--- src/video_pkg.sv ---
//####################################################################
// pixel, palette and colour definitions shared by the colour mixer
// import with video_pkg::* in any module on the pixel path
//####################################################################
`default_nettype none

package video_pkg;

    // layer pixel widths, msb is the priority field
    localparam int CHAR_W = 7;     // prio, 6 bits palette and colour
    localparam int SCR_W  = 11;    // prio, 10 bits palette and colour
    localparam int OBJ_W  = 12;    // 2 bit level, 10 bits palette and colour

    localparam int NUM_LAYERS = 4; // width of gfx_en

    // palette memory
    localparam int PAL_AW    = 11;            // bit 10 selects the sprite half
    localparam int PAL_DW    = 16;            // bits 14:0 carry colour
    localparam int PAL_BW    = PAL_DW / 8;    // byte lanes per word
    localparam int PAL_DEPTH = 1 << PAL_AW;   // 2048 words

    // sprite level that beats each tile layer
    localparam logic [1:0] OBJ_LVL_CHAR = 2'd3;
    localparam logic [1:0] OBJ_LVL_SCR1 = 2'd2;
    localparam logic [1:0] OBJ_LVL_SCR2 = 2'd1;

    // colour word layout
    // each channel has a 4 bit upper part and one extra low bit
    localparam int COL_W = 5;      // output channel width
    localparam int R_POS = 0;      // red upper bits 3:0
    localparam int G_POS = 4;      // green upper bits 7:4
    localparam int B_POS = 8;      // blue upper bits 11:8
    localparam int R_LSB = 12;
    localparam int G_LSB = 13;
    localparam int B_LSB = 14;

    // bit positions inside gfx_en
    typedef enum logic [1:0] {
        layer_char = 2'd0,
        layer_scr1 = 2'd1,
        layer_scr2 = 2'd2,
        layer_obj  = 2'd3
    } layer_e;

endpackage

`default_nettype wire

--- src/layer_prio.sv ---
//####################################################################
// layer enable gating and sprite against tile priority
// one registered candidate per tile layer, then a front to back pick
// pal_addr follows the candidates combinationally
//####################################################################
`timescale 1ns/1ps
`default_nettype none

module layer_prio import video_pkg::*; (
    input  wire                  clk,
    input  wire                  rst_n,
    input  wire                  pxl_cen,
    input  wire [NUM_LAYERS-1:0] gfx_en,
    input  wire [CHAR_W-1:0]     char_pxl,
    input  wire [SCR_W-1:0]      scr1_pxl,
    input  wire [SCR_W-1:0]      scr2_pxl,
    input  wire [OBJ_W-1:0]      obj_pxl,
    output logic [PAL_AW-1:0]    pal_addr
);

    logic [CHAR_W-1:0] char_g;           // gated layers
    logic [SCR_W-1:0]  scr1_g;
    logic [SCR_W-1:0]  scr2_g;
    logic [OBJ_W-1:0]  obj_g;
    logic [1:0]        obj_lvl;
    logic [PAL_AW-1:0] cand_char;        // registered candidates
    logic [PAL_AW-1:0] cand_scr1;
    logic [PAL_AW-1:0] cand_scr2;

    // sprite wins if opaque, at the right level and the tile is not in front
    function automatic logic [PAL_AW-1:0] pick_cand(
        input logic [PAL_AW-2:0] obj,
        input logic [PAL_AW-2:0] tile,
        input logic              tile_prio,
        input logic              lvl_hit
    );
        logic obj_opaque;
        obj_opaque = obj[3:0] != 4'd0;
        if (obj_opaque && lvl_hit && !tile_prio) begin
            pick_cand = {1'b1, obj};     // sprite half of palette
        end else begin
            pick_cand = {1'b0, tile};
        end
    endfunction

    // sprites use 4 colour bits, tiles only 3
    function automatic logic is_opaque(input logic [PAL_AW-1:0] cand);
        if (cand[PAL_AW-1]) begin
            is_opaque = cand[3:0] != 4'd0;
        end else begin
            is_opaque = cand[2:0] != 3'd0;
        end
    endfunction

    // disabled layer reads as colour 0, i.e. transparent
    always_comb begin
        char_g = char_pxl;
        scr1_g = scr1_pxl;
        scr2_g = scr2_pxl;
        obj_g  = obj_pxl;
        if (!gfx_en[layer_char]) char_g[3:0] = 4'd0;
        if (!gfx_en[layer_scr1]) scr1_g[3:0] = 4'd0;
        if (!gfx_en[layer_scr2]) scr2_g[3:0] = 4'd0;
        if (!gfx_en[layer_obj])  obj_g[3:0]  = 4'd0;
    end

    assign obj_lvl = obj_g[OBJ_W-1 -: 2];   // level field, never gated

    always_ff @(posedge clk) begin
        if (!rst_n) begin
            cand_char <= '0;
            cand_scr1 <= '0;
            cand_scr2 <= '0;
        end else if (pxl_cen) begin
            // char tile index padded with zeros up to 10 bits
            cand_char <= pick_cand(obj_g[PAL_AW-2:0],
                                   {{(PAL_AW-CHAR_W){1'b0}}, char_g[CHAR_W-2:0]},
                                   char_g[CHAR_W-1], obj_lvl == OBJ_LVL_CHAR);
            cand_scr1 <= pick_cand(obj_g[PAL_AW-2:0], scr1_g[SCR_W-2:0],
                                   scr1_g[SCR_W-1], obj_lvl == OBJ_LVL_SCR1);
            cand_scr2 <= pick_cand(obj_g[PAL_AW-2:0], scr2_g[SCR_W-2:0],
                                   scr2_g[SCR_W-1], obj_lvl == OBJ_LVL_SCR2);
        end
    end

    // char in front, scr2 is the backdrop and always shows
    always_comb begin
        if (is_opaque(cand_char)) begin
            pal_addr = cand_char;
        end else if (is_opaque(cand_scr1)) begin
            pal_addr = cand_scr1;
        end else begin
            pal_addr = cand_scr2;
        end
    end

endmodule

`default_nettype wire

--- config.mk ---
export PLATFORM = sky130hd
export DESIGN_NAME = layer_prio
export DESIGN_NICKNAME = d
export VERILOG_FILES = /design/src/video_pkg.sv /design/src/layer_prio.sv
export SDC_FILE = /design/constraint.sdc
export NUM_CORES = 1
export LEC_CHECK = 0
export ABC_AREA = 1
export BUFFER_PORTS_ARGS = -buffer_cell sky130_fd_sc_hd__buf_2
export CORE_MARGIN = 3
export CORE_UTILIZATION = 55
export CTS_CLUSTER_SIZE = 28
export DETAILED_ROUTE_END_ITERATION = 8
export PLACE_DENSITY = 0.85
export SETUP_SLACK_MARGIN = 0.02
export SLEW_MARGIN = 20
export SYNTH_ARGS = -nofsm -noshare
export SYNTH_HDL_FRONTEND = slang
export SYNTH_SLANG_ARGS = --single-unit
--- constraint.sdc ---
create_clock -name clk -period 2.28 [get_ports clk]
set_input_delay 0.228 -clock clk [delete_from_list [all_inputs] [get_ports clk]]
set_output_delay 0.228 -clock clk [all_outputs]
set_load 0.02 [all_outputs]
Word-level counts from Yosys, hierarchy flattened
Cells that the tools add are included.
{"block": "classes", "div": 0, "reduce_logical": 14, "bitwise": 0, "addsub": 0, "shifts": 0, "eq_ne": 3, "mux": 12, "mul": 0, "n_lt_le_gt_ge": 0}
{"op": "11-bit 2-to-1 mux", "count": 5}
{"op": "4-bit 2-to-1 mux", "count": 4}
{"op": "4-bit nonzero test", "count": 3}
{"op": "1-bit logical AND", "count": 6}
{"op": "3-bit nonzero test", "count": 2}
{"op": "2-bit equality test, second input constant", "count": 2}
{"op": "1-bit logical NOT", "count": 3}
{"op": "1-bit 2-to-1 mux", "count": 3}
{"op": "2-bit by 1-bit equality test with 1-bit output, second input constant", "count": 1}
{"block": "word_totals", "inputBits": 48, "latch_bits": 0, "word_cells": 32, "memories": 0, "output_inout_bits": 11, "register_bits": 33, "ramBits": 0, "mem_bits_ro": 0}

Depth between registers and ports, before layout
Gate-level depths: netlist of the first run.
{"block": "logic_depth", "depth_word": 5, "depth_mapped": 9, "mapped_depth_nobuf": 7}

Worst setup path before layout of the first run
No wires, ideal clock.
{"block": "synth_timing", "path_type": "register to output", "startpoint": "reg cand_char[2]", "endpoint": "out pal_addr[5]", "n_path_buf": 1, "path_slack_ns": 0.905, "stages_incl_launch_ff": 7, "t_arrival_ns": 1.147, "required_time_ns": 2.052, "path_cell_list": "dfxtp_1 -> inv_2 -> nand4_1 -> inv_2 -> buf_2 -> nand2_1 -> o21ai_1"}
{"block": "synth_between", "elab_chain_len": 3, "elab_cells_between_ends": 4, "classes_between": "mux: 2; reduce/logical: 2"}
{"item": "start, declared", "line_no": "layer_prio.sv:26", "text": "logic [PAL_AW-1:0] cand_char;"}
{"item": "start signal, assigned", "line_no": "layer_prio.sv:76", "text": "cand_char <= pick_cand(obj_g[PAL_AW-2:0],"}
{"item": "4-bit nonzero test or 3-bit nonzero test (tied branches)", "line_no": "layer_prio.sv:49, layer_prio.sv:51"}
{"item": "1-bit 2-to-1 mux (*)", "line_no": "layer_prio.sv:48", "text": "if (cand[PAL_AW-1]) begin"}
{"item": "11-bit 2-to-1 mux (*)", "line_no": "layer_prio.sv:88", "text": "if (is_opaque(cand_char)) begin"}
{"item": "end, declared", "line_no": "layer_prio.sv:18", "text": "output logic [PAL_AW-1:0] pal_addr"}
Mark *: on every way between the ends. The rest lies on a longest branch, timed or not.

Worst setup path in the final report of the first run
{"block": "layout_timing", "startpoint": "reg cand_scr1[2]", "endpoint": "out pal_addr[4]"}
{"block": "layout_between", "elab_chain_len": 5, "elab_cells_between_ends": 6, "classes_between": "mux: 4; reduce/logical: 2"}
{"item": "start, declared", "line_no": "layer_prio.sv:27", "text": "logic [PAL_AW-1:0] cand_scr1;"}
{"item": "start signal, assigned", "line_no": "layer_prio.sv:79", "text": "cand_scr1 <= pick_cand(obj_g[PAL_AW-2:0], scr1_g[SCR_W-2:0],"}
{"item": "4-bit nonzero test or 3-bit nonzero test (tied branches)", "line_no": "layer_prio.sv:49, layer_prio.sv:51"}
{"item": "1-bit 2-to-1 mux (*)", "line_no": "layer_prio.sv:48"}
{"item": "1-bit 2-to-1 mux (*)", "line_no": "layer_prio.sv:88"}
{"item": "11-bit 2-to-1 mux (*)", "line_no": "layer_prio.sv:90", "text": "end else if (is_opaque(cand_scr1)) begin"}
{"item": "11-bit 2-to-1 mux (*)", "line_no": "layer_prio.sv:88"}
Mark *: on every way between the ends. The rest lies on a longest branch, timed or not. The select of a mux whose other input is x is not followed.

==> results.md, run 1 <==
- Outcome: completed
- Final setup margin: around 0.25 ns
- H-tree levels: 2
- Fin crit period: 2.03 ns
- Relative slew slack: between 60% and 70%
- Reg-to-reg critical path startpoint: cand_char[2]$_SDFFE_PN0P_
- Share of cells above drive strength 1: 22.4%
- Critical path class: reg -> out
- Die extent in x: 65.3 um
- Synth Warn #: 0
- Hold Buf Count CTS: 0
- Largest net degree at the start of global routing: 29
- Worst slack, placed: 0.655 ns
- LEAKAGE: 1.19 nW
- Worst r2r path cells: 4
- Number of global-route vias before repair: ~1,900
- # setup viols final: 0
- Layout area overhead: 17.6%
- Clk buf depth: 2
- Clock slew at reported path FFs: 0.11 ns
- Wire per inst: 12.5 um
- Sequential fraction of the synthesis area: 34.1%
- Non-Filler Instances: between 400 and 500
- Library cells used by synthesis: 23
- Vias/cell: between 5 and 6
- Root Buffer: clkbuf_4
- Initial antenna violation count: 0
- Final hold viol count: 0
- Die area: 4270 um2
- Final Wtd Congestion: about 0.84
- Post-Route Setup TNS: 0 ns
- Post-route cell area: 2280 um2
- Worst Tran Pin Value: 0.485 ns
- Crit path from: cand_scr1[2]$_SDFFE_PN0P_
- Drt total wl: 5160 um
- Most frequent cells in the layout: nand2_1 (98), buf_2 (58), nand3_1 (48)
- Clock Latency Late Sink: 0.34 ns
- Max Clk Rate: ~0.49 GHz
- WHS: 0.158 ns
- Setup crit end: pal_addr[4]
- # rows: 20
- Dpl cell area: 2220 um2
- Nets: 418
- Startpoint Class: register
- Pre-antenna DRT Iters: 4
- Post-route clock period utilization: 89.1%
- Port-buffer cells: just under 60
- Remaining global-route overflow: 0
- Global-route wire length before repair: approximately 8600 um
- Max-capacitance violation count: 0
- Peak VDD IR: 0.000342 V
- Ports: 59
- CTS Sinks: 33
- Vias: 2,142
- Reg2Reg Setup Slack: 1.57 ns
- PwrDens: 568 nW/um2
- CTS buffer count: 5
- Slew Viols, Final: 0
- Total track usage: 26.1%
- CTS tree: built
- Critical Path End Type: output port
- Mapped cell area: between 1500 and 2000 um2
- N_diodes: 0
- Core outline area: 3200 um2
- Dpl cells: 407
- Die height: approximately 65 um
- Drt drc: 0
- #FFs+latches synth: 33
- Syn Inst Count: 318
- Syn_area_per_cell: 6.09 um2
- Critical Path AT: 1.80 ns
- DR iter-0 viols: 153
- Capturing point of the worst reg2reg path: cand_char[2]$_SDFFE_PN0P_
- Leading cell type in the layout, fill and taps excluded: nand2_1
- Post-DRT Antenna Nets: 0
- Syn nets: 366
- Post-CTS Setup Inserts: 0
- Setup Skew: 0 ns
- Hold Crit Class: in -> reg
- CTS resizes: 0
- Initial Utilization: between 60% and 70%
- Post-DP HPWL: 3740 um
- RSZ-0062 raised after global routing: false
- CP Max Fanout: 19
- Worst path required time: 2.05 ns
## critical path: stages (launching register included)
cell	delay, ns
dfxtp_1	0.33
inv_2	0.06
nand4_2	0.41
o21ai_0	0.32
nand2_1	0.07
o21ai_1	0.08
buf_2	0.18
## kinds of logic after synthesis
logic type             share of synthesized area, %
flip-flops                                     34.1
AO/OA/AOI/OAI                                  13.3
buffers and inverters                          12.8
AND/OR/NAND/NOR                                39.8
## routing by layer
layer  GRT usage (%)  vias to the layer above  wire length (um)
li1                -                     1117                 -
met1            33.1                      947              2300
met2            43.1                       73              2420
met3            7.69                        5               382
met4            6.99                        0                53
met5               0                        -                 0
## worst min-delay path by stage
| stage | start | endpoint | slack (ns) | cells after the start |
|---|---|---|---|---|
| global placement | cand_char[7]$_SDFFE_PN0P_ | cand_char[7]$_SDFFE_PN0P_ | 0.45 | 2 |
| CTS | scr1_pxl[4] | cand_scr1[4]$_SDFFE_PN0P_ | 0.15 | 5 |
| detailed placement | cand_scr2[0]$_SDFFE_PN0P_ | cand_scr2[0]$_SDFFE_PN0P_ | 0.46 | 2 |
| floorplan | rst_n | cand_char[10]$_SDFFE_PN0P_ | 0.35 | 1 |
| global route | scr1_pxl[4] | cand_scr1[4]$_SDFFE_PN0P_ | 0.16 | 5 |
| finish | scr1_pxl[9] | cand_scr1[9]$_SDFFE_PN0P_ | 0.16 | 5 |
## flip-flops by register name (all words and copies together) (netlist names)
register and flops:
cand_char 11, cand_scr2 11, cand_scr1 11
## stage by stage
step | util [%] | power, mW
2_1_floorplan | - | 0.855
3_3_place_gp | 69.3 | 0.958
3_5_place_dp | 69.3 | 0.963
4_1_cts | 71.1 | 1.30
5_1_grt | 71.1 | 1.37
6_report | 71.1 | 1.29
## cells in the mapped netlist (all sizes together)
| cell type | number | share of area [%] |
|---|---|---|
| nand2 | 100 | 20 |
| nand3 | 48 | 12 |
| inv | 42 | 8.1 |
| dfxtp | 33 | 34 |
| a21oi | 28 | 7.2 |
| o21ai | 22 | 5.7 |
| nor2 | 18 | 3.9 |
| buf | 11 | 3.5 |
| clkbuf | 6 | 1.2 |
| nand3b | 3 | 1.2 |
| nor3 | 3 | 1.4 |
| nand4 | 2 | 0.97 |
| nor4 | 1 | 0.32 |
| o21a | 1 | 0.39 |
## layout make-up
class,instances,area (um2)
multi-input cells,226,1030
well taps,44,55.1
inverters,42,158
repair buffers,62,320
flip-flops and latches,33,661
clock buffers,7,55.1
fillers,318,927
## report_power, final
group          internal (mW)  total, mW  switching, mW  leakage (nW)
Combinational          0.116      0.327          0.211         0.883
Sequential             0.609      0.625         0.0158         0.272
Clock                  0.146      0.341          0.195        0.0314
Total                  0.871       1.29          0.422          1.19
(Power assumes the default switching activity.)
==> run 2, diff against run 1 <==
Settings changed: CORE_UTILIZATION 55 to 57, CTS_BUF_LIST set to sky130_fd_sc_hd__clkbuf_2 sky130_fd_sc_hd__clkbuf_4 sky130_fd_sc_hd__clkbuf_8, PLACE_DENSITY 0.85 to 0.87.
==> results.md, run 2 (synthesis gave the netlist of run 1 again) <==
- Post-route clock period utilization: 88.6% (was 89.1%)
- Die height: 64.3 um (was 65.3 um)
- H-tree levels: 2 (unchanged)
- Max Clk Rate: 0.495 GHz (was 0.492 GHz)
- Critical path class: reg -> out (unchanged)
- Root Buffer: clkbuf_4 (unchanged)
- Final Wtd Congestion: 0.863 (was 0.837)
- Pre-antenna DRT Iters: 5 (was 4)
- Post-Route Setup TNS: 0 ns (unchanged)
- Top flop regs: cand_char: 11 flops, cand_scr1: 11 flops, cand_scr2: 11 flops (unchanged)
- Total track usage: 26.7% (was 26.1%)
- Die extent in x: 64.3 um (was 65.3 um)
- RSZ-0062 raised after global routing: false (unchanged)
- Post-CTS Setup Inserts: 0 (unchanged)
- Clock slew at reported path FFs: 0.11 ns (about the same)
- Leading cell type in the layout, fill and taps excluded: nand2_1 (unchanged)
- Wire per inst: 12.5 um (about the same)
- Nets: 418 (unchanged)
- N_diodes: 0 (unchanged)
- # rows: 20 (unchanged)
- Share of cells above drive strength 1: 22.9% (was 22.4%)
- CP most frequent cell: nand2_1
- Clock Latency Late Sink: 0.34 ns (about the same)
- Number of global-route vias before repair: 2,027 (was 1,895)
- Hold Buf Count CTS: 0 (unchanged)
- Post-route cell area: 2280 um2 (unchanged)
- CTS tree: built (unchanged)
- Critical Path End Type: output port (unchanged)
- Slew Viols, Final: 0 (unchanged)
- Delay of the slowest cell on the worst path: 0.36 ns (was 0.41 ns)
- Outcome: completed (unchanged)
- Most frequent cells in the layout: nand2_1 (98), buf_2 (58), nand3_1 (48) (unchanged)
- Dpl cells: 407 (unchanged)
- WHS: 0.140 ns (was 0.158 ns)
- Fillers: 326 (was 318)
- Fin crit period: 2.02 ns (was 2.03 ns)
- Initial antenna violation count: 0 (unchanged)
- CTS resizes: 0 (unchanged)
- Hold Crit Class: in -> reg (unchanged)
- CTS Sinks: 33 (unchanged)
- Non-Filler Instances: 415 (was 414)
- Relative slew slack: 67.2% (was 67.6%)
- Port-buffer cells: 58 (unchanged)
- Startpoint Class: register (unchanged)
- Final hold viol count: 0 (unchanged)
- Global-route wire length before repair: 8530 um (was 8560 um)
- Hold Path Cell Cnt: 3 (was 5)
- Drt drc: 0 (unchanged)
- Largest net degree at the start of global routing: 29 (unchanged)
- Dpl cell area: 2220 um2 (unchanged)
- CP Max Fanout: 11 (was 19)
- Worst path required time: 2.05 ns (about the same)
- DR iter-0 viols: 157 (was 153)
- Core outline area: 3150 um2 (was 3200 um2)
- Final setup margin: 0.260 ns (was 0.249 ns)
- Layout area overhead: 17.6% (unchanged)
- Vias/cell: 5.38 (was 5.17)
- Initial Utilization: 61.4% (was 60.4%)
- PwrDens: 565 nW/um2 (was 568 nW/um2)
- Worst r2r path cells: 3 (was 4)
- Clk buf depth: 2 (unchanged)
- Vias: 2,233 (was 2,142)
- Max-capacitance violation count: 0 (unchanged)
- LEAKAGE: 1.19 nW (about the same)
- Post-DP HPWL: 3680 um (was 3740 um)
- Worst slack, placed: 0.655 ns (about the same)
- Drt total wl: 5170 um (was 5160 um)
- # setup viols final: 0 (unchanged)
- Post-DRT Antenna Nets: 0 (unchanged)
- Setup Skew: 0 ns (unchanged)
- Critical Path AT: 1.79 ns (was 1.80 ns)
- Ports: 59 (unchanged)
- Worst Tran Pin Value: 0.491 ns (was 0.485 ns)
- Peak VDD IR: 0.000311 V (was 0.000342 V)
- Die area: 4130 um2 (was 4270 um2)
- Slowest-stage cell, CP: dfxtp_1 (was nand4_2)
- Crit path cell chain: nand2_1, nand4_1, inv_2, nand2_1, o21ai_1, buf_2 (was inv_2, nand4_2, o21ai_0, nand2_1, o21ai_1, buf_2)
- Remaining global-route overflow: 0 (unchanged)
- CTS buffer count: 5 (unchanged)
==> run 2: layout make-up <==
cell class | instances | area [um2] | area share (%)
inverters | 42 | 158 | 6.93
well taps | 44 | 55.1 | 2.42
clock inverters | 2 | 10.0 | 0.440
multi-input cells | 226 | 1030 | 45.1
clock buffers | 6 | 45.0 | 1.98
flip-flops and latches | 33 | 661 | 29.0
repair buffers | 62 | 320 | 14.1
==> run 2: where the power goes <==
group          internal [mW]  total [mW]  switching [mW]
Clock                  0.129       0.332           0.203
Combinational          0.116       0.328           0.212
Sequential             0.609       0.625          0.0159
Total                  0.855        1.29           0.431
==> run 2: through the flow <==
| step | utilization (%) | power (mW) |
|---|---|---|
| global route | 72.2 | 1.37 |
| CTS | 72.2 | 1.28 |
| global placement | 70.4 | 0.956 |
| finish | 72.2 | 1.29 |
| floorplan | - | 0.855 |
| detailed placement | 70.4 | 0.962 |
==> run 2: metal layers <==
metal  global-route usage [%]  up-vias  routed length [um]
met2                     43.0       96                2440
met5                        0        -                   0
met3                     6.50        8                 451
met4                     11.3        0                  73
li1                         -     1120                   -
met1                     33.8     1009                2210
==> run 2: path summary, 6_finish.rpt <==
| kind | from | endpoint | slack [ns] |
|---|---|---|---|
| worst min register to register | cand_char[6]$_SDFFE_PN0P_ | cand_char[6]$_SDFFE_PN0P_ | 0.47 |
| worst max register to register | cand_char[10]$_SDFFE_PN0P_ | cand_char[10]$_SDFFE_PN0P_ | 1.55 |
| worst min-delay path | obj_pxl[7] | cand_char[7]$_SDFFE_PN0P_ | 0.14 |
| worst max-delay path | cand_char[3]$_SDFFE_PN0P_ | pal_addr[5] | 0.26 |
==> run 2: critical path: cells and delay by family (launching register included) <==
kind	cells	cell delay (ns)
compound gates	1	0.08
buf+inv	2	0.53
flops	1	0.36
simple gates	3	0.49
