[src/bus_pkg.sv]
//####################################################################
// Wishbone widths and slave FSM states for the palette CPU port
// import with bus_pkg::* in the slave and the top level
//####################################################################
`default_nettype none

package bus_pkg;

    localparam int WB_AW = 11;     // word address, one palette entry each
    localparam int WB_DW = 16;     // data bus
    localparam int WB_SW = 2;      // byte selects, one per lane

    // slave FSM
    // writes go idle -> ack
    // reads go idle -> read -> ack, one extra cycle for the RAM
    typedef enum logic [1:0] {
        wb_idle = 2'd0,
        wb_read = 2'd1,
        wb_ack  = 2'd2
    } wb_state_e;

endpackage

`default_nettype wire

[src/pal_wb_slave.sv]
//####################################################################
// Wishbone classic slave in front of the palette cpu port
// write ack one cycle after stb, read ack two cycles after stb
// ack is always a single registered pulse
//####################################################################
`timescale 1ns/1ps
`default_nettype none

module pal_wb_slave import bus_pkg::*; (
    input  wire              clk,
    input  wire              rst_n,

    // bus side
    input  wire              wb_cyc,
    input  wire              wb_stb,
    input  wire              wb_we,
    input  wire [WB_AW-1:0]  wb_adr,
    input  wire [WB_DW-1:0]  wb_dat_w,
    input  wire [WB_SW-1:0]  wb_sel,
    output logic [WB_DW-1:0] wb_dat_r,
    output logic             wb_ack,

    // palette ram side
    output logic [WB_AW-1:0] cpu_addr,
    output logic [WB_DW-1:0] cpu_data,
    output logic [WB_SW-1:0] cpu_we,
    input  wire [WB_DW-1:0]  cpu_q
);

    wb_state_e state;
    logic      accept;     // new cycle taken this clk

    assign accept = (state == wb_idle) && wb_cyc && wb_stb;

    // master holds adr and data until ack, so they go straight to the ram
    assign cpu_addr = wb_adr;
    assign cpu_data = wb_dat_w;
    assign cpu_we   = (accept && wb_we) ? wb_sel : '0;   // strobe on accept only

    // the ack port hides the enum literal, hence bus_pkg::wb_ack below
    always_ff @(posedge clk) begin
        if (!rst_n) begin
            state  <= wb_idle;
            wb_ack <= 1'b0;
        end else begin
            wb_ack <= 1'b0;                 // default low, pulse below
            case (state)
                wb_idle: begin
                    if (accept) begin
                        if (wb_we) begin
                            state  <= bus_pkg::wb_ack;   // ram written on this edge
                            wb_ack <= 1'b1;
                        end else begin
                            state <= wb_read;            // wait for cpu_q
                        end
                    end
                end
                wb_read: begin
                    state  <= bus_pkg::wb_ack;
                    wb_ack <= 1'b1;
                end
                bus_pkg::wb_ack: begin
                    state <= wb_idle;                    // master drops stb now
                end
                default: state <= wb_idle;
            endcase
        end
    end

    // cpu_q holds the word addressed since the accept edge
    always_ff @(posedge clk) begin
        if (state == wb_read) begin
            wb_dat_r <= cpu_q;              // held through the ack cycle
        end
    end

endmodule

`default_nettype wire

[config.mk]
export PLATFORM = sky130hd
export DESIGN_NAME = pal_wb_slave
export DESIGN_NICKNAME = d
export VERILOG_FILES = /design/src/bus_pkg.sv /design/src/pal_wb_slave.sv
export SDC_FILE = /design/constraint.sdc
export NUM_CORES = 1
export LEC_CHECK = 0
export ABC_AREA = 1
export BUFFER_PORTS_ARGS = -buffer_cell sky130_fd_sc_hd__buf_2
export CORE_ASPECT_RATIO = 1.25
export CORE_UTILIZATION = 35
export DETAILED_ROUTE_END_ITERATION = 10
export PLACE_DENSITY = 0.84
export SYNTH_ARGS = -nofsm -noshare
export SYNTH_HDL_FRONTEND = slang
export SYNTH_SLANG_ARGS = --single-unit
export TNS_END_PERCENT = 1
[constraint.sdc]
create_clock -name clk -period 2.6 [get_ports clk]
set_input_delay 0.26 -clock clk [delete_from_list [all_inputs] [get_ports clk]]
set_output_delay 0.26 -clock clk [all_outputs]
set_load 0.01 [all_outputs]
Yosys cells after proc, flatten, opt, wreduce, memory -nomap -nowiden. Index checks and enable logic that the tools add are counted.

Multiplexer cells: 7. Bitwise gates (word level): 0. Equality and inequality tests: 2. $add $sub $neg: 0. Reduce and logical (&&, ||, !) cells: 4. Div/mod/pow operators: 0. $lt $le $gt $ge: 0. Shift operators: 0. Multiply operators: 0.

Operator list (number): $mux W2 (3); $pmux W2 S2 (1); $logic_and A1 B1 Y1 (3); $eq A2 B1 Y1 const B (1); $logic_not A2 Y1 (1); $mux W1 (2); $ne A2 B2 Y1 const B (1); $pmux W1 S2 (1).

Bits in registers: 19. Input port bits: 50. Word-level logic and storage cells: 16. Latch bits: 0. Memory bits (writable): 0. Memories kept: 0. Output and inout bits: 46. Memory bits (read-only): 0.

Depth between registers and ports, before layout. Gate-level depths: netlist of run 1.

Depth after elaboration: 5. Depth in mapped cells: 4.

Least setup slack after synthesis of run 1. Ideal clock, no wire load.

Path type: register to register. Start point: register state[0]. End point: register wb_dat_r[0] (enable). Path buffers: 0. Cell stages (with the launch flop): 3. Arrival time: 1.082 ns. Slack: 1.130 ns. Clock period less this slack: 1.470 ns. Cell sequence: dfxtp_1 -> inv_1 -> nor2_1.

Word-level cells in the longest chain between the ends: 1.

Ends and longest elaborated chain: from (decl) (line pal_wb_slave.sv:30) `wb_state_e state;`; from (signal assigned) (line pal_wb_slave.sv:43) `state <= wb_idle;`; from (signal assigned) (line pal_wb_slave.sv:51) `state <= bus_pkg::wb_ack;`; from (signal assigned) (line pal_wb_slave.sv:54) `state <= wb_read;`; $eq A2 B1 Y1 (line pal_wb_slave.sv:72) `if (state == wb_read) begin`; to (signal assigned) (line pal_wb_slave.sv:73) `wb_dat_r <= cpu_q;`; to (decl) (line pal_wb_slave.sv:20) `output logic [WB_DW-1:0] wb_dat_r,`.

Every way passes these cells. A chain may end at the register's enable or synchronous reset.

Worst setup path in the final report of run 1.
Start point: register state[1]. End point: output port cpu_we[0].

Word-level cells in the longest chain between the ends: 5.

Ends and longest elaborated chain: $logic_not A2 Y1 (line pal_wb_slave.sv:33) `assign accept = (state == wb_idle) && wb_cyc && wb_stb;`; $logic_and A1 B1 Y1 (2 in series) (line pal_wb_slave.sv:33); $logic_and A1 B1 Y1 (line pal_wb_slave.sv:38) `assign cpu_we = (accept && wb_we) ? wb_sel : '0;`; $mux W2 (line pal_wb_slave.sv:38); to (decl) (line pal_wb_slave.sv:26) `output logic [WB_SW-1:0] cpu_we,`.

Every way passes these cells.

==> impl_metrics.env, run 1 <==
export IMPL_grt_usage=0.121
export IMPL_hold_buffers=0
export IMPL_num_rows=19
export IMPL_setup_viol=0
export IMPL_p_total_mw=0.509
export IMPL_clockBufferDepth=2
export IMPL_fin_skew_ps=6.99
export IMPL_die_area_sq_um=2570
export IMPL_synth_ff_latch_count=19
export IMPL_die_w_um=45.5
export IMPL_via_count=481
export IMPL_yosys_cell_types_count=10
export IMPL_syn_avg_cell_area_sq_um=12.9
export IMPL_regArea_sq_um=541
export IMPL_yosys_top_cells_area="edfxtp_1 (58%), buf_4 (24%), dfxtp_1 (7.3%)"
export IMPL_core_area_sq_um=2210
export IMPL_portBuffers=41
export IMPL_grt_pass1_wl_um=2080
export IMPL_clk_latency_ps=280
export IMPL_worstPathRequired_ps=2340
export IMPL_routedWlPerCell_um=13.4
export IMPL_fin_nets=134
export IMPL_postSynthNetCount=114
export IMPL_cts_root_buf="clkbuf_4"
export IMPL_final_fill_count=213
export IMPL_place_congestion=0.721
export IMPL_drc=0
export IMPL_vias_per_cell=4.22
export IMPL_ant_nets=0
export IMPL_maxClockFrequency_mhz=722
export IMPL_pre_cts_ws_ps=1520
export IMPL_power_density_nw_per_um2=564
export IMPL_hold_start="cpu_q[1]"
export IMPL_run_status="completed"
export IMPL_routed_wl_um=1520
export IMPL_rrSetupSlack_ps=1560
export IMPL_setup_tns_final_ps=0
export IMPL_peakVddDrop_v=0.000224
export IMPL_slew_headroom=0.872
export IMPL_multiInputGateArea_sq_um=66.3
export IMPL_drtPass1Iterations=4
export IMPL_ff2ff_path_depth=3
export IMPL_first_iter_violations=6
export IMPL_end_kind="primary output"
export IMPL_path_class="reg2out"
export IMPL_crit_path_start_kind="flip-flop"
export IMPL_period_needed_ps=1380
export IMPL_cts_buffers=3
export IMPL_finalHoldViolations=0
export IMPL_syn_to_final_growth_pct=9.06
export IMPL_syn_cell_area_sq_um=828
export IMPL_io_pins=96
export IMPL_final_cell_mix="buf_2 (41), edfxtp_1 (16), nor2_1 (6), inv_1 (5)"
export IMPL_drive_gt1_frac=0.566
export IMPL_start_util=0.375
export IMPL_post_route_util=0.409
export IMPL_clkTransAtPathRegs_ps=90
export IMPL_cp_arrival_ps=1120
export IMPL_synth_cells=64
export IMPL_worstHoldPathCells=1
export IMPL_grt_pass1_vias=446
export IMPL_p_leak_nw=0.408
export IMPL_yosysSeqAreaShare=0.653
export IMPL_synth_largest_area_cell="edfxtp_1"
export IMPL_worstReg2RegStart="state[0]"
export IMPL_fin_crit_sh=0.532
export IMPL_layout_commonest_cell="buf_2"
export IMPL_hp_class="in2reg"
export IMPL_holdPathEnd="wb_dat_r[1]"
export IMPL_cts_setup_buffers=0
export IMPL_yosysWarnings=0
export IMPL_dp_final_hpwl_um=1290
export IMPL_drv_cap=0
export IMPL_worst_path_max_fanout=3
export IMPL_tightestPinTransition_ps=192
export IMPL_tritoncts="done"
export IMPL_grt_overflow=0
export IMPL_setup_ws_ps=1220
export IMPL_worstReg2RegEnd="wb_dat_r[13]"
export IMPL_slew_viol_final=0
export IMPL_grt_max_degree=17
export IMPL_cts_resized_gates=0
export IMPL_rsz0062_at_grt="no"
export IMPL_diodes=0
export IMPL_yosys_area_top_type_share=0.580
export IMPL_die_h_um=56.4
export IMPL_clock_sinks=19
export IMPL_antenna_found_initial=0
export IMPL_htreeDepth=1
## stage by stage
stage | std cells | cell area (sq um) | hold WS [ps]
after detailed placement | 110 | 877 | 439
after CTS | 114 | 903 | 136
after floorplan | 64 | 828 | 332
final | 114 | 903 | 149
after global routing | 114 | 903 | 125
after global placement | 110 | 877 | 439
## power by group
| part | leakage, nW | switching, mW | internal (mW) |
|---|---|---|---|
| sequential | 0.169 | 0.00207 | 0.337 |
| clock | 0.0150 | 0.0738 | 0.0594 |
| combinational | 0.224 | 0.0182 | 0.0192 |
| total | 0.408 | 0.0941 | 0.415 |
## sequential cells by signal, indices dropped and copies added (netlist names)
register  count
wb_dat_r     16
state         2
wb_ack        1
## kinds of logic after synthesis
kind of cell           Yosys count  synth area share
buffers and inverters           32             0.267
flip-flops                      19             0.653
AND/OR/NAND/NOR                 12            0.0710
AO/OA/AOI/OAI                    1           0.00907
## cell usage after synthesis
cell	n
buf_4	27
dfxtp_1	3
edfxtp_1	16
inv_1	5
nand2_1	3
nand4_1	1
nand4_2	1
nor2_1	6
nor2_2	1
o21a_1	1
## critical path, stage by stage, from the launching register on
cell and delay [ps]:
dfxtp_1 340, nor2_2 160, nand4_2 100, nor2_1 110, buf_2 140
## how the worst max path moves through the flow
stage                  start     endpoint  slack [ps]
global placement    state[1]    cpu_we[0]        1560
floorplan           state[0]  wb_dat_r[0]        1130
CTS                 state[1]    cpu_we[0]        1180
detailed placement  state[1]    cpu_we[0]        1520
global route        state[1]    cpu_we[0]        1120
finish              state[1]    cpu_we[0]        1220
## per-layer routing
layer  GRT usage  part of all wire
met5           0                 0
met1      0.0973              0.30
met2       0.178              0.43
met4       0.165             0.081
met3      0.0514              0.19
## cell type report
class,count,area share
Multi-Input combinational cell,13,0.0734
Sequential cell,19,0.598
Timing Repair Buffer,42,0.235
Inverter,5,0.0208
Clock buffer,4,0.0291
Tap cell,31,0.0429
No activity file was read; power rests on OpenSTA's default activity.
==> run 2: changes to the inputs <==
--- a/config.mk
+++ b/config.mk
@@ -5,12 +5,12 @@
 export SDC_FILE = /design/constraint.sdc
 export NUM_CORES = 1
 export LEC_CHECK = 0
-export ABC_AREA = 1
+export ABC_AREA = 0
 export BUFFER_PORTS_ARGS = -buffer_cell sky130_fd_sc_hd__buf_2
 export CORE_ASPECT_RATIO = 1.25
-export CORE_UTILIZATION = 35
+export CORE_UTILIZATION = 32
 export DETAILED_ROUTE_END_ITERATION = 10
-export PLACE_DENSITY = 0.84
+export PLACE_DENSITY = 0.78
 export SYNTH_ARGS = -nofsm -noshare
 export SYNTH_HDL_FRONTEND = slang
 export SYNTH_SLANG_ARGS = --single-unit
==> constraint.sdc (replaced) <==
create_clock -name clk -period 1.3 [get_ports clk]
set_input_delay 0.13 -clock clk [delete_from_list [all_inputs] [get_ports clk]]
set_output_delay 0.13 -clock clk [all_outputs]
set_load 0.01 [all_outputs]
==> impl_metrics.env, run 2 <==
export IMPL_run_status="finished, violations left"
export IMPL_violations="setup timing"
export IMPL_largest_registers="wb_dat_r x16, state x2, wb_ack x1"
export IMPL_num_rows=20
export IMPL_htreeDepth=1
export IMPL_ys_flop_type="edfxtp_1"
export IMPL_crit_path_start_kind="flip-flop"
export IMPL_antenna_found_initial=0
export IMPL_peakVddDrop_v=0.000339
export IMPL_clock_sinks=19
export IMPL_final_cell_mix="buf_2 (41), edfxtp_1 (16), clkbuf_4 (3)"
export IMPL_drive_gt1_frac=0.658
export IMPL_synth_common_cells="buf_4 (27), edfxtp_1 (16), dfxtp_1 (3)"
export IMPL_design_area_sq_um=887
export IMPL_die_area_sq_um=2730
export IMPL_diodes=0
export IMPL_synth_largest_area_cell="edfxtp_1"
export IMPL_end_kind="primary output"
export IMPL_cts_root_buf="clkbuf_4"
export IMPL_regArea_sq_um=543
export IMPL_final_fill_count=230
export IMPL_synth_cells=54
export IMPL_rsz0062_at_grt="yes"
export IMPL_dp_final_hpwl_um=985
export IMPL_p_total_mw=1.00
export IMPL_drtPass1Iterations=2
export IMPL_setup_ws_ps=-18.1
export IMPL_die_h_um=58.1
export IMPL_ant_nets=0
export IMPL_yosys_cell_types_count=9
export IMPL_tightestPinTransition_ps=312
export IMPL_start_util=0.336
export IMPL_p_leak_nw=0.390
export IMPL_post_route_util=0.369
export IMPL_yosysWarnings=0
export IMPL_clk_latency_ps=280
export IMPL_portBuffers=41
export IMPL_setup_tns_final_ps=-18.1
export IMPL_fin_cells=106
export IMPL_routedWlPerCell_um=10.8
export IMPL_synthArstFlopShare=0
export IMPL_largest_reg_flops=16
export IMPL_syn_cell_area_sq_um=807
export IMPL_fin_skew_ps=7.76
export IMPL_grt_max_degree=17
export IMPL_power_density_nw_per_um2=1130
export IMPL_synth_edf_count=16
export IMPL_clkTransAtPathRegs_ps=90
export IMPL_postPlaceCellArea_sq_um=851
export IMPL_drv_cap=0
export IMPL_cts_buffers=3
export IMPL_clockBufferDepth=2
export IMPL_multiInputGateArea_sq_um=63.8
export IMPL_maxClockFrequency_mhz=759
export IMPL_syn_to_final_growth_pct=9.92
export IMPL_syn_avg_cell_area_sq_um=14.9
export IMPL_cp_arrival_ps=1190
export IMPL_synth_most_common_cell="buf_4"
export IMPL_vias_per_cell=4.11
export IMPL_via_count=436
export IMPL_synth_ff_latch_count=19
export IMPL_hold_buffers=0
export IMPL_first_iter_violations=4
export IMPL_yosys_area_top_type_share=0.595
export IMPL_grt_pass1_wl_um=1580
export IMPL_grt_pass1_vias=408
export IMPL_finalHoldViolations=0
export IMPL_grt_usage=0.0823
export IMPL_setup_viol=1
export IMPL_worstHoldPathCells=1
export IMPL_worst_path_max_fanout=3
export IMPL_fin_nets=124
export IMPL_slew_viol_final=0
export IMPL_yosysSeqAreaShare=0.670
export IMPL_slew_headroom=0.792
export IMPL_dp_cells=101
export IMPL_core_area_sq_um=2400
export IMPL_drc=0
export IMPL_routed_wl_um=1150
export IMPL_layout_commonest_cell="buf_2"
export IMPL_postSynthNetCount=104
export IMPL_period_needed_ps=1320
export IMPL_place_congestion=0.679
export IMPL_fin_crit_sh=1.01
export IMPL_ff2ff_path_depth=2
export IMPL_io_pins=96
export IMPL_hp_class="in2reg"
export IMPL_path_class="reg2out"
export IMPL_tritoncts="done"
export IMPL_yosys_top_cells_area="edfxtp_1 (60%), buf_4 (25%), dfxtp_1 (7.4%)"
export IMPL_worstPathRequired_ps=1170
export IMPL_die_w_um=46.9
export IMPL_largest_register="wb_dat_r"
export IMPL_grt_overflow=0
run 2: cell types whose count changed after synthesis, sizes merged:
| cell | delta |
|---|---|
| nand4 | -2 |
| and3 | +2 |
| nand2 | -3 |
| and4bb | +1 |
| a31oi | +1 |
| nor3b | +2 |
| inv | -5 |
| and2b | +1 |
| o21a | -1 |
| and3b | +1 |
| nor2 | -7 |
run 2: metrics by stage:
stage / worst slack [ps] / hold WS, ps
after global placement: 238 / 260
after global routing: -77.8 / 5.78
after detailed placement: 231 / 260
after floorplan: 290 / 229
final: -18.1 / 26.6
after CTS: -26.5 / 20.7
run 2: what timing repair did:
item	CTS	global route
setup buffers	1	0
setup endpoints to repair	2	2
resized for setup	1	1
pin swaps	3	0
run 2: cell families after synthesis:
kind of cell    share of synthesized area
flops                               0.670
simple gates                       0.0713
compound gates                    0.00776
buf+inv                             0.251
run 2: worst paths after layout:
| path | endpoint | slack, ps | start |
|---|---|---|---|
| worst max-delay path | cpu_we[1] | -20 | state[1] |
| worst max register to register | wb_dat_r[10] | 110 | state[1] |
| worst min register to register | state[1] | 510 | state[1] |
| worst min-delay path | wb_dat_r[2] | 30 | cpu_q[2] |
run 2: metal layers:
layer | vias to the layer above | track usage | routed length, um
met4 | 0 | 0.0939 | 79
met3 | 16 | 0.0498 | 206
met1 | 179 | 0.0518 | 339
met2 | 42 | 0.135 | 520
met5 | - | 0 | 0
li1 | 199 | - | -
run 2: layout make-up:
cell class | count | share of cell area
clock buffers | 4 | 0.0296
multi-input cells | 8 | 0.0719
flip-flops and latches | 19 | 0.612
well taps | 33 | 0.0465
repair buffers | 42 | 0.240
run 2: worst max-delay path, stage by stage, from the launching register on:
cell	delay, ps
dfxtp_2	330
and4bb_1	290
and3_1	170
buf_2	130
run 2: report_power, final:
part | total (mW) | internal [mW] | switching, mW
Sequential | 0.676 | 0.673 | 0.00283
Combinational | 0.0657 | 0.0375 | 0.0282
Clock | 0.258 | 0.119 | 0.139
Total | 1.00 | 0.829 | 0.170
==> run 3: changes to the inputs <==
--- a/config.mk
+++ b/config.mk
@@ -7,10 +7,12 @@
 export LEC_CHECK = 0
 export ABC_AREA = 0
 export BUFFER_PORTS_ARGS = -buffer_cell sky130_fd_sc_hd__buf_2
+export CELL_PAD_IN_SITES_DETAIL_PLACEMENT = 2
+export CELL_PAD_IN_SITES_GLOBAL_PLACEMENT = 2
 export CORE_ASPECT_RATIO = 1.25
-export CORE_UTILIZATION = 32
+export CORE_UTILIZATION = 16
 export DETAILED_ROUTE_END_ITERATION = 10
-export PLACE_DENSITY = 0.78
+export PLACE_DENSITY_LB_ADDON = 0.1
 export SYNTH_ARGS = -nofsm -noshare
 export SYNTH_HDL_FRONTEND = slang
 export SYNTH_SLANG_ARGS = --single-unit
==> impl_metrics.env, run 3 (synthesis gave the netlist of run 2 again) <==
export IMPL_p_seq_frac=0.589
export IMPL_grt_usage=0.0551
export IMPL_finalHoldViolations=0
export IMPL_diodes=0
export IMPL_grt_overflow=0
export IMPL_crit_path_start_kind="flip-flop"
export IMPL_switching_power_mw=0.226
export IMPL_worstHoldPathCells=1
export IMPL_p_leak_nw=0.400
export IMPL_fin_nets=124
export IMPL_run_status="completed"
export IMPL_maxClockFrequency_mhz=781
export IMPL_swShare=0.196
export IMPL_path_class="reg2out"
export IMPL_syn_to_final_growth_pct=16.4
export IMPL_hp_class="in2reg"
export IMPL_setup_ws_ps=20.1
export IMPL_die_w_um=65.5
export IMPL_io_pins=96
export IMPL_ant_nets=0
export IMPL_routed_wl_um=1560
export IMPL_fin_skew_ps=1.04
export IMPL_drc=0
export IMPL_ff2ff_path_depth=2
export IMPL_post_route_util=0.196
export IMPL_fin_crit_sh=0.985
export IMPL_p_total_mw=1.15
export IMPL_drtPass1Iterations=2
export IMPL_worstReg2RegStart="state[1]"
export IMPL_largest_register="wb_dat_r"
export IMPL_start_util=0.168
export IMPL_hold_start="cpu_q[10]"
export IMPL_dp_cells=128
export IMPL_layout_commonest_cell="buf_2"
export IMPL_htreeDepth=1
export IMPL_grt_pass1_vias=499
export IMPL_portBuffers=41
export IMPL_power_density_nw_per_um2=1220
export IMPL_num_rows=28
export IMPL_antenna_found_initial=0
export IMPL_hold_buffers=0
export IMPL_cellInternalPower_mw=0.924
export IMPL_vias_per_cell=3.47
export IMPL_core_area_sq_um=4800
export IMPL_worstReg2RegEnd="wb_dat_r[4]"
export IMPL_dp_final_hpwl_um=1250
export IMPL_routedWlPerCell_um=11.8
export IMPL_slew_headroom=0.753
export IMPL_die_h_um=81.4
export IMPL_clock_sinks=19
export IMPL_fin_cells=133
export IMPL_clockBufferDepth=2
export IMPL_combPwrFrac=0.058
export IMPL_slew_viol_final=0
export IMPL_pre_cts_ws_ps=147
export IMPL_drive_gt1_frac=0.658
export IMPL_final_fill_count=539
export IMPL_period_needed_ps=1280
export IMPL_cts_root_buf="clkbuf_8"
export IMPL_grt_max_degree=17
export IMPL_place_congestion=0.586
export IMPL_grt_pass1_wl_um=2170
export IMPL_largest_reg_flops=16
export IMPL_fin_hold_ws_ps=48.8
export IMPL_first_iter_violations=19
export IMPL_final_cell_mix="buf_2 (41), edfxtp_1 (16), clkbuf_8 (3)"
export IMPL_worstPathRequired_ps=1170
export IMPL_end_kind="primary output"
export IMPL_drv_cap=0
export IMPL_peakVddDrop_v=0.000299
export IMPL_rrSetupSlack_ps=70
export IMPL_via_count=462
export IMPL_cp_arrival_ps=1150
export IMPL_holdPathEnd="wb_dat_r[10]"
export IMPL_power_frac_clock=0.353
export IMPL_tightestPinTransition_ps=371
export IMPL_clkTransAtPathRegs_ps=70
export IMPL_tritoncts="done"
export IMPL_die_area_sq_um=5330
export IMPL_clk_latency_ps=250
export IMPL_largest_registers="wb_dat_r x16, state x2, wb_ack x1"
export IMPL_cts_buffers=3
export IMPL_setup_viol=0
export IMPL_worst_path_max_fanout=3
export IMPL_rsz0062_at_grt="yes"
[run 3: cell count changes in the layout (fill, tap and decap cells not counted)]
cell / before / now
clkbuf_8: 0 / 3
clkbuf_4: 3 / 0
dfxtp_2: 2 / 1
dfxtp_1: 1 / 2
clkbuf_1: 1 / 0
clkinv_2: 0 / 1
[run 3: layer usage]
layer / global-route usage / vias to the layer above / part of all wire
met5: 0 / - / 0
met4: 0.0500 / 0 / 0.022
met3: 0.0267 / 8 / 0.15
met2: 0.0856 / 39 / 0.43
met1: 0.0538 / 217 / 0.40
li1: - / 198 / -
[run 3: worst max-delay path by stage]
stage	from	end	slack, ps	depth (start not counted)
global placement	state[1]	wb_dat_r[6]	180	1
floorplan	state[1]	wb_dat_r[0]	290	1
detailed placement	state[1]	wb_dat_r[6]	150	1
global route	state[1]	cpu_we[0]	-50	3
CTS	state[1]	cpu_we[0]	-6	3
finish	state[1]	cpu_we[0]	20	3
[run 3: area by class of cell]
class                      instances  area (sq um)  area share
clock inverter                     1          5.00     0.00533
clock buffer                       3          41.3      0.0439
timing repair buffer              42           213       0.226
tap                               60          75.1      0.0799
sequential                        19           542       0.577
multi-input combinational          8          63.8      0.0679
[run 3: power by group through the flow]
stage / registers [mW] / clock network (mW) / logic [mW]
after global routing: 0.678 / 0.461 / 0.0749
after global placement: 0.691 / 0 / 0.0665
after detailed placement: 0.691 / 0 / 0.0674
final: 0.677 / 0.406 / 0.0670
after CTS: 0.677 / 0.433 / 0.0700
after floorplan: 0.696 / 0 / 0.0984
[run 3: worst max-delay path: stages (launching register included)]
cell and delay (ps):
dfxtp_2 320, and4bb_1 290, and3_1 160, buf_2 120
[run 3: through the flow]
stage | instance area [sq um] | TNS, ps
after floorplan | 807 | 0
after global placement | 885 | 0
after detailed placement | 885 | 0
after CTS | 940 | -12.5
after global routing | 940 | -75.3
final | 940 | 0
[run 3: repair_timing]
item	CTS	global route
buffers inserted	1	0
pin swaps	1	0
setup endpoints to repair	2	2
resized for setup	1	0
endpoints found under the hold margin	0	0
